==> src/rtl/mcu_ao_consts.svh <==
// always-on block constants
// widths, domain count, slave select field and register offsets

`ifndef MCU_AO_CONSTS_SVH
`define MCU_AO_CONSTS_SVH

`define AO_DATA_W        32
`define AO_GPIO_N        32
// domain 0 is the cpu, domain 1 the peripherals
`define AO_NUM_DOMAINS   2

`define AO_SEL_LSB       8
`define AO_SEL_MSB       11
`define AO_SEL_GPIO      4'd0
`define AO_SEL_PWR       4'd1

`define GPIO_OUT         8'h00
`define GPIO_OE          8'h04
`define GPIO_IN          8'h08
`define GPIO_INTR_EN     8'h0C
`define GPIO_INTR_STATUS 8'h10

`define PWR_OFF_REQ      8'h00
`define PWR_ON_REQ       8'h04
`define PWR_WAKE_EN      8'h08
`define PWR_STATUS       8'h0C

`endif

==> src/rtl/mcu_ao_pkg.sv <==
// always-on block types
// bus word, slave select and power sequencer state

`include "mcu_ao_consts.svh"

package mcu_ao_pkg;

  typedef logic [`AO_DATA_W-1:0] ao_word_t;

  typedef enum logic [1:0] {
    SLV_GPIO = 2'd0,
    SLV_PWR  = 2'd1,
    SLV_NONE = 2'd2
  } ao_slave_e;

  // down order runs rst, iso, switch; up order is the reverse
  typedef enum logic [2:0] {
    PWR_ON          = 3'd0,
    PWR_RST_ASSERT  = 3'd1,
    PWR_ISO_ASSERT  = 3'd2,
    PWR_SWITCH_OFF  = 3'd3,
    PWR_OFF         = 3'd4,
    PWR_SWITCH_ON   = 3'd5,
    PWR_ISO_RELEASE = 3'd6,
    PWR_RST_RELEASE = 3'd7
  } pwr_state_e;

endpackage

==> src/rtl/ao_bus_demux.sv <==
// always-on bus demux
// decodes obi requests to the gpio and power slaves, steers read data back

`timescale 1ns/100ps

`include "mcu_ao_consts.svh"

module ao_bus_demux
  import mcu_ao_pkg::*;
(
  input  logic     clk_i,
  input  logic     rst_n_i,
  input  logic     bus_req_i,
  input  logic     bus_we_i,
  input  ao_word_t bus_addr_i,
  input  ao_word_t bus_wdata_i,
  output logic     bus_gnt_o,
  output logic     bus_rvalid_o,
  output ao_word_t bus_rdata_o,
  output logic     gpio_req_o,
  output logic     pwr_req_o,
  output logic     slv_we_o,
  output logic [7:0] slv_offs_o,
  output ao_word_t slv_wdata_o,
  input  ao_word_t gpio_rdata_i,
  input  ao_word_t pwr_rdata_i
);

  ao_slave_e sel;
  ao_slave_e sel_q;
  logic      rvalid_q;

  always_comb begin
    case (bus_addr_i[`AO_SEL_MSB:`AO_SEL_LSB])
      `AO_SEL_GPIO: sel = SLV_GPIO;
      `AO_SEL_PWR:  sel = SLV_PWR;
      default:      sel = SLV_NONE;
    endcase
  end

  // slaves never stall
  assign bus_gnt_o   = bus_req_i;
  assign gpio_req_o  = bus_req_i && (sel == SLV_GPIO);
  assign pwr_req_o   = bus_req_i && (sel == SLV_PWR);
  assign slv_we_o    = bus_we_i;
  assign slv_offs_o  = bus_addr_i[`AO_SEL_LSB-1:0];
  assign slv_wdata_o = bus_wdata_i;

  always_ff @(posedge clk_i) begin
    if (!rst_n_i) begin
      rvalid_q <= 1'b0;
      sel_q    <= SLV_NONE;
    end else begin
      rvalid_q <= bus_req_i;
      if (bus_req_i) sel_q <= sel;
    end
  end

  assign bus_rvalid_o = rvalid_q;

  // unmapped reads return zero
  always_comb begin
    case (sel_q)
      SLV_GPIO: bus_rdata_o = gpio_rdata_i;
      SLV_PWR:  bus_rdata_o = pwr_rdata_i;
      default:  bus_rdata_o = '0;
    endcase
  end

  a_gnt_one_slave: assert property (@(posedge clk_i) disable iff (!rst_n_i)
    bus_gnt_o |-> bus_req_i && !(gpio_req_o && pwr_req_o))
    else $error("grant without request or with two slaves selected");

  a_rvalid_after_gnt: assert property (@(posedge clk_i) disable iff (!rst_n_i)
    bus_gnt_o |=> bus_rvalid_o)
    else $error("rvalid missing one cycle after grant");

endmodule

==> src/rtl/gpio_bank.sv <==
// always-on gpio bank
// output and enable registers, synchronized inputs, rising-edge interrupts

`timescale 1ns/100ps

`include "mcu_ao_consts.svh"

module gpio_bank
  import mcu_ao_pkg::*;
(
  input  logic                  clk_i,
  input  logic                  rst_n_i,
  input  logic                  req_i,
  input  logic                  we_i,
  input  logic [7:0]            offs_i,
  input  ao_word_t              wdata_i,
  output ao_word_t              rdata_o,
  input  logic [`AO_GPIO_N-1:0] gpio_i,
  output logic [`AO_GPIO_N-1:0] gpio_o,
  output logic [`AO_GPIO_N-1:0] gpio_oe_o,
  output logic                  irq_o
);

  logic [`AO_GPIO_N-1:0] out_q, oe_q, ien_q, status_q;
  logic [`AO_GPIO_N-1:0] sync1_q, sync2_q, prev_q;
  logic [`AO_GPIO_N-1:0] rise, clr;
  logic                  wr;
  ao_word_t              rdata_q;

  assign wr   = req_i && we_i;
  assign rise = sync2_q & ~prev_q;
  assign clr  = (wr && offs_i == `GPIO_INTR_STATUS) ? wdata_i : '0;

  // two flop synchronizer plus one stage of history for edges
  always_ff @(posedge clk_i) begin
    if (!rst_n_i) begin
      sync1_q <= '0;
      sync2_q <= '0;
      prev_q  <= '0;
    end else begin
      sync1_q <= gpio_i;
      sync2_q <= sync1_q;
      prev_q  <= sync2_q;
    end
  end

  always_ff @(posedge clk_i) begin
    if (!rst_n_i) begin
      out_q    <= '0;
      oe_q     <= '0;
      ien_q    <= '0;
      status_q <= '0;
    end else begin
      if (wr && offs_i == `GPIO_OUT) out_q <= wdata_i;
      if (wr && offs_i == `GPIO_OE) oe_q <= wdata_i;
      if (wr && offs_i == `GPIO_INTR_EN) ien_q <= wdata_i;
      // a new edge beats a clear of the same bit
      status_q <= (status_q & ~clr) | (rise & ien_q);
    end
  end

  always_ff @(posedge clk_i) begin
    if (req_i && !we_i) begin
      case (offs_i)
        `GPIO_OUT:         rdata_q <= out_q;
        `GPIO_OE:          rdata_q <= oe_q;
        `GPIO_IN:          rdata_q <= sync2_q;
        `GPIO_INTR_EN:     rdata_q <= ien_q;
        `GPIO_INTR_STATUS: rdata_q <= status_q;
        default:           rdata_q <= '0;
      endcase
    end
  end

  assign rdata_o   = rdata_q;
  assign gpio_o    = out_q;
  assign gpio_oe_o = oe_q;
  assign irq_o     = |status_q;

  a_irq_from_edge: assert property (@(posedge clk_i) disable iff (!rst_n_i)
    $rose(irq_o) |-> $past(|(rise & ien_q)))
    else $error("irq rose without an enabled input edge");

  a_irq_clear_by_write: assert property (@(posedge clk_i) disable iff (!rst_n_i)
    $fell(irq_o) |-> $past(wr && offs_i == `GPIO_INTR_STATUS))
    else $error("irq dropped without a status clear");

endmodule

==> src/rtl/mcu_ao_top.sv <==
// always-on mcu corner
// obi slave port with gpio bank and power controller behind it

`timescale 1ns/100ps

`include "mcu_ao_consts.svh"

module mcu_ao_top
  import mcu_ao_pkg::*;
(
  input  logic                       clk_i,
  input  logic                       rst_n_i,
  input  logic                       bus_req_i,
  input  logic                       bus_we_i,
  input  ao_word_t                   bus_addr_i,
  input  ao_word_t                   bus_wdata_i,
  output logic                       bus_gnt_o,
  output logic                       bus_rvalid_o,
  output ao_word_t                   bus_rdata_o,
  input  logic [`AO_GPIO_N-1:0]      gpio_i,
  output logic [`AO_GPIO_N-1:0]      gpio_o,
  output logic [`AO_GPIO_N-1:0]      gpio_oe_o,
  output logic                       gpio_irq_o,
  input  logic [`AO_NUM_DOMAINS-1:0] pwr_switch_ack_ni,
  output logic [`AO_NUM_DOMAINS-1:0] pwr_switch_no,
  output logic [`AO_NUM_DOMAINS-1:0] pwr_iso_no,
  output logic [`AO_NUM_DOMAINS-1:0] pwr_rst_no
);

  logic       gpio_req, pwr_req, slv_we;
  logic [7:0] slv_offs;
  ao_word_t   slv_wdata, gpio_rdata, pwr_rdata;

  ao_bus_demux ao_bus_demux_i (
    .clk_i,
    .rst_n_i,
    .bus_req_i,
    .bus_we_i,
    .bus_addr_i,
    .bus_wdata_i,
    .bus_gnt_o,
    .bus_rvalid_o,
    .bus_rdata_o,
    .gpio_req_o  (gpio_req),
    .pwr_req_o   (pwr_req),
    .slv_we_o    (slv_we),
    .slv_offs_o  (slv_offs),
    .slv_wdata_o (slv_wdata),
    .gpio_rdata_i(gpio_rdata),
    .pwr_rdata_i (pwr_rdata)
  );

  gpio_bank gpio_bank_i (
    .clk_i,
    .rst_n_i,
    .req_i    (gpio_req),
    .we_i     (slv_we),
    .offs_i   (slv_offs),
    .wdata_i  (slv_wdata),
    .rdata_o  (gpio_rdata),
    .gpio_i,
    .gpio_o,
    .gpio_oe_o,
    .irq_o    (gpio_irq_o)
  );

  // gpio interrupt doubles as the wake source
  power_ctrl power_ctrl_i (
    .clk_i,
    .rst_n_i,
    .req_i        (pwr_req),
    .we_i         (slv_we),
    .offs_i       (slv_offs),
    .wdata_i      (slv_wdata),
    .rdata_o      (pwr_rdata),
    .wake_i       (gpio_irq_o),
    .switch_ack_ni(pwr_switch_ack_ni),
    .switch_no    (pwr_switch_no),
    .iso_no       (pwr_iso_no),
    .rst_no       (pwr_rst_no)
  );

endmodule

==> src/rtl/power_ctrl.sv <==
// power controller
// off/on request and wake registers driving one sequencer per domain

`timescale 1ns/100ps

`include "mcu_ao_consts.svh"

module power_ctrl
  import mcu_ao_pkg::*;
(
  input  logic                       clk_i,
  input  logic                       rst_n_i,
  input  logic                       req_i,
  input  logic                       we_i,
  input  logic [7:0]                 offs_i,
  input  ao_word_t                   wdata_i,
  output ao_word_t                   rdata_o,
  input  logic                       wake_i,
  input  logic [`AO_NUM_DOMAINS-1:0] switch_ack_ni,
  output logic [`AO_NUM_DOMAINS-1:0] switch_no,
  output logic [`AO_NUM_DOMAINS-1:0] iso_no,
  output logic [`AO_NUM_DOMAINS-1:0] rst_no
);

  logic                       wr;
  logic [`AO_NUM_DOMAINS-1:0] off_pulse, on_pulse, wake_en_q, status;
  pwr_state_e                 state [`AO_NUM_DOMAINS];
  ao_word_t                   rdata_q;

  assign wr = req_i && we_i;

  always_ff @(posedge clk_i) begin
    if (!rst_n_i) begin
      wake_en_q <= '0;
    end else if (wr && offs_i == `PWR_WAKE_EN) begin
      wake_en_q <= wdata_i[`AO_NUM_DOMAINS-1:0];
    end
  end

  for (genvar d = 0; d < `AO_NUM_DOMAINS; d++) begin : g_dom
    assign off_pulse[d] = wr && offs_i == `PWR_OFF_REQ && wdata_i[d];
    // pending gpio interrupt brings a sleeping domain back
    assign on_pulse[d]  = (wr && offs_i == `PWR_ON_REQ && wdata_i[d]) ||
                          (wake_en_q[d] && wake_i && state[d] == PWR_OFF);
    assign status[d]    = state[d] inside {PWR_RST_RELEASE, PWR_ON};

    power_seq power_seq_i (
      .clk_i,
      .rst_n_i,
      .off_req_i    (off_pulse[d]),
      .on_req_i     (on_pulse[d]),
      .switch_ack_ni(switch_ack_ni[d]),
      .switch_no    (switch_no[d]),
      .iso_no       (iso_no[d]),
      .rst_no       (rst_no[d]),
      .state_o      (state[d])
    );
  end

  always_ff @(posedge clk_i) begin
    if (req_i && !we_i) begin
      case (offs_i)
        `PWR_WAKE_EN: rdata_q <= {{(`AO_DATA_W-`AO_NUM_DOMAINS){1'b0}}, wake_en_q};
        `PWR_STATUS:  rdata_q <= {{(`AO_DATA_W-`AO_NUM_DOMAINS){1'b0}}, status};
        default:      rdata_q <= '0;
      endcase
    end
  end

  assign rdata_o = rdata_q;

endmodule

==> src/rtl/power_seq.sv <==
// power domain sequencer
// orders reset, isolation and power switch on the way down and back up

`timescale 1ns/100ps

module power_seq
  import mcu_ao_pkg::*;
(
  input  logic       clk_i,
  input  logic       rst_n_i,
  input  logic       off_req_i,
  input  logic       on_req_i,
  input  logic       switch_ack_ni,
  output logic       switch_no,
  output logic       iso_no,
  output logic       rst_no,
  output pwr_state_e state_o
);

  pwr_state_e state_q, state_d;

  always_comb begin
    state_d = state_q;
    case (state_q)
      PWR_ON:          if (off_req_i) state_d = PWR_RST_ASSERT;
      PWR_RST_ASSERT:  state_d = PWR_ISO_ASSERT;
      PWR_ISO_ASSERT:  state_d = PWR_SWITCH_OFF;
      // switch latency varies, ack marks the end
      PWR_SWITCH_OFF:  if (switch_ack_ni) state_d = PWR_OFF;
      PWR_OFF:         if (on_req_i) state_d = PWR_SWITCH_ON;
      PWR_SWITCH_ON:   if (!switch_ack_ni) state_d = PWR_ISO_RELEASE;
      PWR_ISO_RELEASE: state_d = PWR_RST_RELEASE;
      PWR_RST_RELEASE: state_d = PWR_ON;
      default:         state_d = PWR_ON;
    endcase
  end

  always_ff @(posedge clk_i) begin
    if (!rst_n_i) begin
      state_q <= PWR_ON;
    end else begin
      state_q <= state_d;
    end
  end

  assign switch_no = !(state_q inside {PWR_SWITCH_OFF, PWR_OFF});
  assign iso_no    = state_q inside {PWR_ON, PWR_RST_ASSERT, PWR_ISO_RELEASE,
                                     PWR_RST_RELEASE};
  assign rst_no    = state_q inside {PWR_ON, PWR_RST_RELEASE};
  assign state_o   = state_q;

  // isolation lifts only once the switch has been closed a full cycle
  a_iso_after_switch: assert property (@(posedge clk_i) disable iff (!rst_n_i)
    $rose(iso_no) |-> switch_no && $past(switch_no))
    else $error("isolation released while switch off");

  a_rst_after_iso: assert property (@(posedge clk_i) disable iff (!rst_n_i)
    $rose(rst_no) |-> iso_no && $past(iso_no))
    else $error("reset released while isolation active");

endmodule

==> config.mk <==
export PLATFORM = sky130hd
export DESIGN_NAME = mcu_ao_top
export DESIGN_NICKNAME = d
export VERILOG_FILES = /design/src/rtl/mcu_ao_pkg.sv /design/src/rtl/ao_bus_demux.sv /design/src/rtl/gpio_bank.sv /design/src/rtl/mcu_ao_top.sv /design/src/rtl/power_ctrl.sv /design/src/rtl/power_seq.sv
export VERILOG_INCLUDE_DIRS = /design/src /design/src/rtl
export SDC_FILE = /design/constraint.sdc
export NUM_CORES = 1
export LEC_CHECK = 0
export BUFFER_PORTS_ARGS = -buffer_cell sky130_fd_sc_hd__buf_4
export CAP_MARGIN = 20
export CORE_ASPECT_RATIO = 0.9
export CORE_MARGIN = 2
export CORE_UTILIZATION = 40
export DETAILED_ROUTE_END_ITERATION = 16
export PLACE_DENSITY = 0.6
export SLEW_MARGIN = 0
export SYNTH_ARGS = -nofsm -noshare
export SYNTH_HDL_FRONTEND = slang
export SYNTH_SLANG_ARGS = --single-unit
==> constraint.sdc <==
create_clock -name clk_i -period 7.8 [get_ports clk_i]
set_input_delay 1.56 -clock clk_i [delete_from_list [all_inputs] [get_ports clk_i]]
set_output_delay 1.56 -clock clk_i [all_outputs]
set_load 0.05 [all_outputs]
Word-level counts from Yosys, hierarchy flattened
Cells that the tools add are included.

Logic and storage cells: 105. Input port bits: 102. Register bits after elaboration: 299. Output and inout port bits: 105.

Muxes and demuxes: 15. Reduce and logical (&&, ||, !) cells: 41. Equal/unequal tests: 29. Bitwise gates (word level): 6.

Operators with widths (count): 32-bit one-hot mux with 5 select lines (1); 32-bit bitwise AND (3); 32-bit inverter (2); 32-bit one-hot mux with 2 select lines (1); 3-bit one-hot mux with 8 select lines (2); 32-bit two-way mux (1); 32-bit OR (1); 32-bit OR reduction (1); 3-bit == test, second input constant (8); 3-bit two-way mux (8); 1-bit logical AND (21); 8-bit by 4-bit == test with 1-bit output, second input constant (2); 2-bit != test, second input constant (8); 3-bit by 2-bit == test with 1-bit output, second input constant (4); 8-bit by 3-bit == test with 1-bit output, second input constant (1); 8-bit by 5-bit == test with 1-bit output, second input constant (1); 8-bit logical NOT (1); 2-bit one-hot mux with 2 select lines (2); 4-bit AND reduction (2); 2-bit nonzero test (4); 4-bit nonzero test (2); 3-bit by 1-bit == test with 1-bit output, second input constant (2); 3-bit logical NOT (2); 2-bit by 1-bit == test with 1-bit output, second input constant (2); 5 further kinds (9).

Longest topological paths before layout
Gate-level depths: netlist of the first run.

Depth after elaboration: 10. Mapped depth: 10. Gate-level depth less buffers: 7.

Cells and area by module
From an unflattened synthesis of the first run, not the netlist that was laid out.

Cells, all modules: 1177. Area, all modules: 11840.1 um^2.

Modules (own cells, without submodules): gpio_bank (sequential area each 5445.2 um^2, cells each 926, area an instance 9918.3 um^2, times used 1); ao_bus_demux (sequential area each 60.1 um^2, cells each 127, area an instance 922.1 um^2, times used 1); power_ctrl (sequential area each 100.1 um^2, cells each 70, area an instance 549.3 um^2, times used 1); power_seq (sequential area each 60.1 um^2, cells each 27, area an instance 225.2 um^2, times used 2).

Least setup slack after synthesis of the first run
Ideal clock, no wire load.

Path kind: input port to flip-flop. Start point: in bus_addr_i[9]. End point: reg gpio_bank_i.rdata_q[0] (netlist: gpio_bank_i.rdata_o[0]) (enable). Setup time: 0.461 ns. Data required time: 7.339 ns. Stages: 3. Arrival: 4.441 ns. Path slack: 2.898 ns. Path buffers: 1. Cell sequence: or4b_1 clkbuf_1 nor3_1.

Longest elaborated chain between the ends: 5. Elaborated cells on any way between the ends: 6. Classes of those cells: 1 x eq/ne; 1 x mux; 4 x reduce/logical.

RTL lines: start: declaration (line mcu_ao_top.sv:15) `input ao_word_t bus_addr_i,`; 4-bit by 1-bit == test with 1-bit output / 4-bit logical NOT (equally long branches) (line ao_bus_demux.sv:34) `` case (bus_addr_i[`AO_SEL_MSB:`AO_SEL_LSB]) ``; 2-bit one-hot mux with 2 select lines * (line ao_bus_demux.sv:34); 2-bit logical NOT * (line ao_bus_demux.sv:43) `assign gpio_req_o = bus_req_i && (sel == SLV_GPIO);`; 1-bit logical AND * (line ao_bus_demux.sv:43); 1-bit logical AND * (line gpio_bank.sv:63) `if (req_i && !we_i) begin`; end signal: assignment (line gpio_bank.sv:65) `` `GPIO_OUT: rdata_q <= out_q; ``; end signal: assignment (line gpio_bank.sv:66) `` `GPIO_OE: rdata_q <= oe_q; ``; end signal: assignment (line gpio_bank.sv:67) `` `GPIO_IN: rdata_q <= sync2_q; ``; end: declaration (line gpio_bank.sv:28) `ao_word_t rdata_q;`.

Every way passes the cells marked *; elsewhere a longest branch is shown, timed or not. A chain may end at the register's enable or synchronous reset.

Worst setup path after layout of the first run
Start point: in bus_addr_i[9]. End point: reg gpio_bank_i.oe_q[26] (netlist: gpio_bank_i.gpio_oe_o[26]).

Longest elaborated chain between the ends: 6. Elaborated cells on any way between the ends: 7. Classes of those cells: 1 x eq/ne; 1 x mux; 5 x reduce/logical.

RTL lines: 4-bit by 1-bit == test with 1-bit output / 4-bit logical NOT (equally long branches) (line ao_bus_demux.sv:34); 2-bit one-hot mux with 2 select lines * (line ao_bus_demux.sv:34); 2-bit logical NOT * (line ao_bus_demux.sv:43); 1-bit logical AND * (line ao_bus_demux.sv:43); 1-bit logical AND * (line gpio_bank.sv:30) `assign wr = req_i && we_i;`; 1-bit logical AND (no line) *; end signal: assignment (line gpio_bank.sv:55) `` if (wr && offs_i == `GPIO_OE) oe_q <= wdata_i; ``; end: declaration (line gpio_bank.sv:24) `` logic [`AO_GPIO_N-1:0] out_q, oe_q, ien_q, status_q; ``.

Marked as above.

==> impl_metrics.csv, run 1 <==
group,metric,value,unit
synthesis,synth_fp_nets,1266,
cts,cts-htree-levels,1,
cells_and_area,area_delta_synth_final,24.2,%
timing,worst_pin_slew,1080,ps
die,initial_core_util,40.7,%
synthesis,async_flop_share,0,%
synthesis,yosysSeqAreaShare,55.8,%
run,drv_cap,0,
place,globalplace.congestion,0.775,
power_and_ir_drop,netSwitchingFraction,23.8,%
synthesis,synth.area.mux_share,0.976,%
cts,cts_buffers,27,
setup_path,endpoint_kind,"register",
synthesis,synth_xor_area_share,0,%
die,die_h,156,microns
global_routing,grt_usage,22.5,%
worst_hold_path,min_from,"gpio_bank_i.sync1_q[4]",
cts,clockBufferDepth,3,
detailed_routing,wirelength,30600,microns
die,core_area,25200,sq um
power_and_ir_drop,p_int,2.25,mW
cts,cts.clk_slew.worst_paths,60,ps
timing,finalSetupViolations,0,
setup_path,rr_startpoint,"gpio_bank_i.status_q[29]",
cells_and_area,fin_nets,1411,
place,dp.cells,1614,
setup_path,cp-startpoint,"bus_addr_i[9]",
synthesis,ys_ff_latch,269,
detailed_routing,drc_errors,0,
detailed_routing,route.antenna.remaining_nets,0,
global_routing,gr-total-overflow,0,
synthesis,yosys.area_share.adder,0.976,%
place,dp_hpwl,18500,microns
cts,hold_buffers,0,
cts,cts_resized,0,
cts,clockRootBuffer,"clkbuf_16",
setup_path,crit_type,"input pin to register",
setup_path,required,8230,ps
timing,clock_skew,6.60,ps
timing,finalCritPeriodShare,52.3,%
global_routing,grt_pass1_vias,8430,
detailed_routing,detailedRoute.firstPassIterationCount,7,
setup_path,worstPathMaxFanout,17,
detailed_routing,vias,8699,
cells_and_area,drive_above_1_share,19.1,%
synthesis,synth_top_family_by_area,"simple AND/OR/NAND/NOR gates",
power_and_ir_drop,p_leak,4.91,nW
global_routing,grt_max_degree,84,
timing,holdWs,430,ps
cells_and_area,final_cell_mix,"269 x nand2_1, 235 x dfxtp_1, 200 x buf_4, 131 x and2_1, 130 x a21oi_1",
synthesis,synth_edf_count,34,
power_and_ir_drop,p_clk_share,42.6,%
detailed_routing,wl_per_cell,18.4,microns
timing,maxSlewViolCount,0,
cts,cts.sinks,269,
synthesis,synthSimpleGateAreaFrac,23.6,%
global_routing,grt_pass1_wl,48000,microns
timing,rsz0062_at_grt,"false",
synthesis,synth_compound_area_share,14.6,%
cells_and_area,final_common_cell,"nand2_1",
timing,hold_viol,0,
die,die_area,26900,sq um
power_and_ir_drop,power.switching,0.705,mW
timing,fmax,245,MHz
synthesis,netlist_instances,1156,
power_and_ir_drop,max-vdd-ir-drop,0.191,mV
synthesis,syn_area,10300,sq um
cells_and_area,fin_cells,1662,
setup_path,start_kind,"input pin",
place,place_area,11900,sq um
synthesis,synth.distinct_cells,40,
timing,fin_crit,4080,ps
die,fp-row-count,55,
cells_and_area,fin_area,12700,sq um
cells_and_area,diodes,0,
run_status,status,"finished clean",
die,die_w,173,microns
timing,setup_tns,0,ps
power_and_ir_drop,pwr-share-seq,48.7,%
worst_hold_path,hp-class,"register to register",
synthesis,synth_ff_type,"dfxtp_1",
setup_path,crit_arrival,4510,ps
global_routing,antenna_found_initial,0,
timing,slew_headroom,27.9,%
synthesis,yosysWarnings,0,
cts,cts_setup_buffers,0,
detailed_routing,drtIter0Drc,817,
die,boundaryPins,207,
synthesis,syn-mean-instance-area,8.88,sq um
power_and_ir_drop,power_density,232,nW/um^2
power_and_ir_drop,comb_power_share,8.6,%
detailed_routing,vias_per_cell,5.23,
place,port_buffers,186,
cts,insertion_delay,520,ps
cts,cts_tree,"done",
[worst paths after layout]
check                           slack (ps)                                      endpoint  cells after the start
worst min-delay path                   430                        gpio_bank_i.sync2_q[4]                      1
worst min register to register         430                        gpio_bank_i.sync2_q[4]                      1
worst max register to register        5610  power_ctrl_i.g_dom[1].power_seq_i.state_o[1]                      6
worst max-delay path                  3720                     gpio_bank_i.gpio_oe_o[26]                      7
[cell families (layout without fill, tap and decap cells)]
logic type                 Yosys count  in the layout
and+or+nand+nor                    523            523
DFF                                269            269
AOI/OAI and AO/OA                  248            248
buffers and inverters               98            262
muxes                               10             10
adders and majority gates            8              8
[critical path, cell delays in order]
cell	delay, ps
buf_4	110
or4b_1	650
nor3b_1	680
and2_1	810
buf_4	410
nand2_1	110
a21oi_1	170
[power by group through the flow]
| stage | clock (mW) | combinational (mW) | sequential (mW) |
|---|---|---|---|
| floorplan | 0 | 0.174 | 1.47 |
| CTS | 1.29 | 0.256 | 1.44 |
| global route | 1.34 | 0.275 | 1.45 |
| finish | 1.26 | 0.255 | 1.44 |
| detailed placement | 0 | 0.256 | 1.47 |
| global placement | 0 | 0.253 | 1.47 |
[routing by layer]
metal | wire length, microns | share of wire (%) | global-route usage (%) | vias up
li1 | - | - | - | 4191
met1 | 14300 | 47 | 32.1 | 4141
met2 | 13500 | 44 | 36.1 | 331
met3 | 2360 | 7.7 | 3.75 | 36
met4 | 463 | 1.5 | 4.28 | 0
met5 | 0 | 0 | 0 | -
[area by class of cell]
class | count | area (sq um)
timing repair buffer | 200 | 1500
fill | 2470 | 12400
clock inverter | 10 | 81.3
tap | 342 | 428
sequential | 269 | 5730
inverter | 14 | 55.1
clock buffer | 38 | 788
multi-input combinational | 789 | 4160
[registers in the layout, summed over array words and instances, names as in the netlist]
signal,count
gpio_bank_i.status_q,32
power_ctrl_i.wake_en_q,2
ao_bus_demux_i.sel_q,2
power_ctrl_i.g_dom.power_seq_i.state_o,6
gpio_bank_i.prev_q,32
gpio_bank_i.sync2_q,32
gpio_bank_i.gpio_oe_o,32
gpio_bank_i.ien_q,32
gpio_bank_i.sync1_q,32
power_ctrl_i.rdata_o,2
gpio_bank_i.gpio_o,32
ao_bus_demux_i.bus_rvalid_o,1
gpio_bank_i.rdata_o,32
[synthesized netlist by cell type (all sizes together), types with 8 or more instances]
cell type	n	share of area [%]
a21oi	130	6.3
a222oi	17	1.7
a22oi	47	3.4
and2	131	8.0
buf	23	1.3
clkbuf	61	2.2
dfxtp	235	46
edfxtp	34	10
ha	8	0.98
inv	14	0.51
mux2i	10	0.98
nand2	269	9.8
nand3	22	1.1
nor2	75	2.7
nor4	10	0.67
o21ai	37	1.8
[per-stage QoR]
step	total power, mW	worst slack, ps	utilization [%]
after floorplan	1.64	2900	-
after global placement	1.72	3180	47.1
after detailed placement	1.73	3160	47.1
after CTS	2.99	3720	50.6
after global routing	3.06	3600	50.6
final	2.96	3720	50.6
Power figures use the tool's default switching activity.
==> run 2, diff against run 1 <==
--- a/config.mk
+++ b/config.mk
@@ -6,13 +6,14 @@
 export SDC_FILE = /design/constraint.sdc
 export NUM_CORES = 1
 export LEC_CHECK = 0
+export ABC_AREA = 1
 export BUFFER_PORTS_ARGS = -buffer_cell sky130_fd_sc_hd__buf_4
 export CAP_MARGIN = 20
 export CORE_ASPECT_RATIO = 0.9
 export CORE_MARGIN = 2
 export CORE_UTILIZATION = 40
 export DETAILED_ROUTE_END_ITERATION = 16
-export PLACE_DENSITY = 0.6
+export PLACE_DENSITY = 0.62
 export SLEW_MARGIN = 0
 export SYNTH_ARGS = -nofsm -noshare
 export SYNTH_HDL_FRONTEND = slang
==> constraint.sdc (replaced) <==
create_clock -name clk_i -period 3.4 [get_ports clk_i]
set_input_delay 0.68 -clock clk_i [delete_from_list [all_inputs] [get_ports clk_i]]
set_output_delay 0.68 -clock clk_i [all_outputs]
set_load 0.05 [all_outputs]
==> run 2 against run 1 <==
Clock skew up 5.5 ps. Register-to-register slack got worse by 4000 ps. Power grew to 2.6 times the previous value. Via count up 2.3%. Flip-flop and latch count stayed put. Sequential power increased by 130%.
==> impl_metrics.csv, run 2 <==
group,metric,value,unit
run_status,status,"finished clean",
die,boundaryPins,207,
place,dp_hpwl,18100,microns
die,die_area,28200,sq um
setup_path,start_kind,"register",
power_and_ir_drop,power_density,566,nW/um^2
detailed_routing,vias,8895,
setup_path,critPathSlowestCell,"or2_2",
cells_and_area,multi_input_area,3960,sq um
synthesis,yosysWarnings,0,
synthesis,synth_edf_count,34,
place,dp.cells,1767,
timing,finalCritPeriodShare,82.2,%
synthesis,ys_ff_latch,269,
cells_and_area,final_common_cell,"dfxtp_1",
timing,worst_pin_slew,862,ps
run,drv_cap,0,
synthesis,syn_area,10800,sq um
place,globalplace.congestion,0.798,
synthesis,synth_fp_nets,1405,
synthesis,yosysSeqAreaShare,53.2,%
worst_hold_path,hp-class,"input pin to register",
die,die_h,160,microns
setup_path,worstPathMaxFanout,32,
global_routing,grt_max_degree,170,
cts,cts_setup_buffers,0,
die,core_area,26300,sq um
cts,cts_tree,"done",
setup_path,crit_arrival,2110,ps
setup_path,crit_type,"register to primary output",
die,die_w,177,microns
detailed_routing,route.antenna.remaining_nets,0,
timing,slew_headroom,42.6,%
cells_and_area,seq_area,5730,sq um
global_routing,grt_usage,19.9,%
timing,setup_tns,0,ps
timing,clock_skew,12.1,ps
synthesis,synth_ff_type,"dfxtp_1",
synthesis,synth.largest_area_cell,"dfxtp_1",
cts,cts.clk_slew.worst_paths,70,ps
synthesis,synth.distinct_cells,32,
cells_and_area,fin_cells,1817,
synthesis,yosysMostFrequentCell,"dfxtp_1",
timing,fin_crit,2790,ps
synthesis,async_flop_share,0,%
cells_and_area,area_delta_synth_final,24.0,%
detailed_routing,wl_per_cell,15.9,microns
setup_path,path_cells,"or2_2, nor2_1, buf_4",
die,initial_core_util,41.0,%
cts,clockBufferDepth,3,
cts,insertion_delay,530,ps
cts,clockRootBuffer,"clkbuf_16",
timing,maxSlewViolCount,0,
setup_path,endpoint_kind,"primary output",
place,port_buffers,186,
synthesis,syn-mean-instance-area,8.31,sq um
global_routing,grt_pass1_wl,45000,microns
die,fp-row-count,56,
cells_and_area,final_cell_mix,"235 x dfxtp_1, 216 x nand2_1, 199 x buf_4, 188 x inv_1, 140 x a21oi_1",
cts,cts.sinks,269,
setup_path,required,2720,ps
place,place_area,12400,sq um
cells_and_area,diodes,0,
synthesis,yosysTopAreaCellShare,43.7,%
synthesis,synth_commonest_cells,"235 x dfxtp_1, 216 x nand2_1, 189 x inv_1",
timing,finalSetupViolations,0,
global_routing,gr-total-overflow,0,
timing,rsz0062_at_grt,"false",
cts,cts-htree-levels,1,
setup_path,critPathMaxStageDelay,620,ps
power_and_ir_drop,p_leak,6.54,nW
cts,cts_buffers,27,
detailed_routing,drc_errors,0,
global_routing,grt_pass1_vias,8189,
cts,cts_resized,0,
timing,fmax,358,MHz
detailed_routing,drtIter0Drc,544,
power_and_ir_drop,max-vdd-ir-drop,0.325,mV
detailed_routing,wirelength,28900,microns
detailed_routing,vias_per_cell,4.90,
cells_and_area,fin_area,13400,sq um
cells_and_area,fillers,2556,
cells_and_area,fin_nets,1558,
detailed_routing,detailedRoute.firstPassIterationCount,5,
synthesis,netlist_instances,1295,
cts,hold_buffers,0,
synthesis,netlist_top_cells_area,"dfxtp_1 44%, edfxtp_1 9.5%, nand2_1 7.5%",
cells_and_area,drive_above_1_share,20.3,%
global_routing,antenna_found_initial,0,
timing,hold_viol,0,
-- run 2: cell types whose count changed after synthesis, sizes merged, moves of 11 or more --
cell | before | now
clkbuf | 61 | 45
buf | 23 | 34
o21ai | 37 | 109
a211oi | 2 | 34
a222oi | 17 | 0
a22oi | 47 | 0
a21oi | 130 | 142
inv | 14 | 192
nand3 | 22 | 85
nand2 | 269 | 216
and2 | 131 | 0
a22o | 0 | 11
nand3b | 0 | 32
nor2 | 75 | 102
-- run 2: layout make-up --
type	count	share of cell area (%)
Timing Repair Buffer	203	11.8
Tap cell	348	3.26
Clock inverter	19	1.70
Inverter	192	5.40
Sequential cell	269	42.9
Clock buffer	31	5.33
Multi-Input combinational cell	755	29.7
-- run 2: cell families (layout without fill, tap and decap cells) --
family	after synthesis	in the layout	synth area share, %
AND/OR/NAND/NOR	449	449	19.2
flip-flops	269	269	53.2
adder cells (fa/ha/maj)	8	8	0.930
buffers and inverters	271	445	10.3
AO/OA/AOI/OAI	298	298	16.4
-- run 2: per-layer routing --
metal,global-route usage (%),share of wire [%],wire length (microns),vias up
met5,0,0,0,-
met4,3.72,1.6,452,0
met3,3.43,6.6,1920,38
met2,30.8,44,12600,260
met1,29.4,48,13900,4102
li1,-,-,-,4495
-- run 2: path summary, 6_finish.rpt --
path	from	end	depth (start not counted)	slack, ps
worst min-delay path	gpio_i[5]	gpio_bank_i.sync1_q[5]	3	320
worst min register to register	gpio_bank_i.sync1_q[15]	gpio_bank_i.sync2_q[15]	2	410
worst max-delay path	ao_bus_demux_i.sel_q[1]	bus_rdata_o[11]	3	610
worst max register to register	gpio_bank_i.status_q[28]	power_ctrl_i.g_dom[0].power_seq_i.state_o[1]	9	1660
-- run 2: through the flow --
step	total power [mW]	utilization, %	setup slack (ps)	hold WS, ps
2_1_floorplan	4.24	-	616	390
6_report	7.56	50.8	606	323
4_1_cts	7.61	50.8	600	303
3_5_place_dp	4.48	47.3	831	395
3_3_place_gp	4.47	47.3	870	394
5_1_grt	7.86	50.8	554	313
-- run 2: worst max-delay path: cells and delay by family, from the launching register on --
| kind | cells | cell delay [ps] |
|---|---|---|
| simple gates | 2 | 980 |
| buf+inv | 1 | 260 |
| flops | 1 | 320 |
-- run 2: power breakdown --
part	switching, mW	total, mW	internal (mW)
clock network	1.26	3.14	1.88
logic	0.704	1.05	0.349
registers	0.0681	3.36	3.29
total	2.03	7.56	5.53
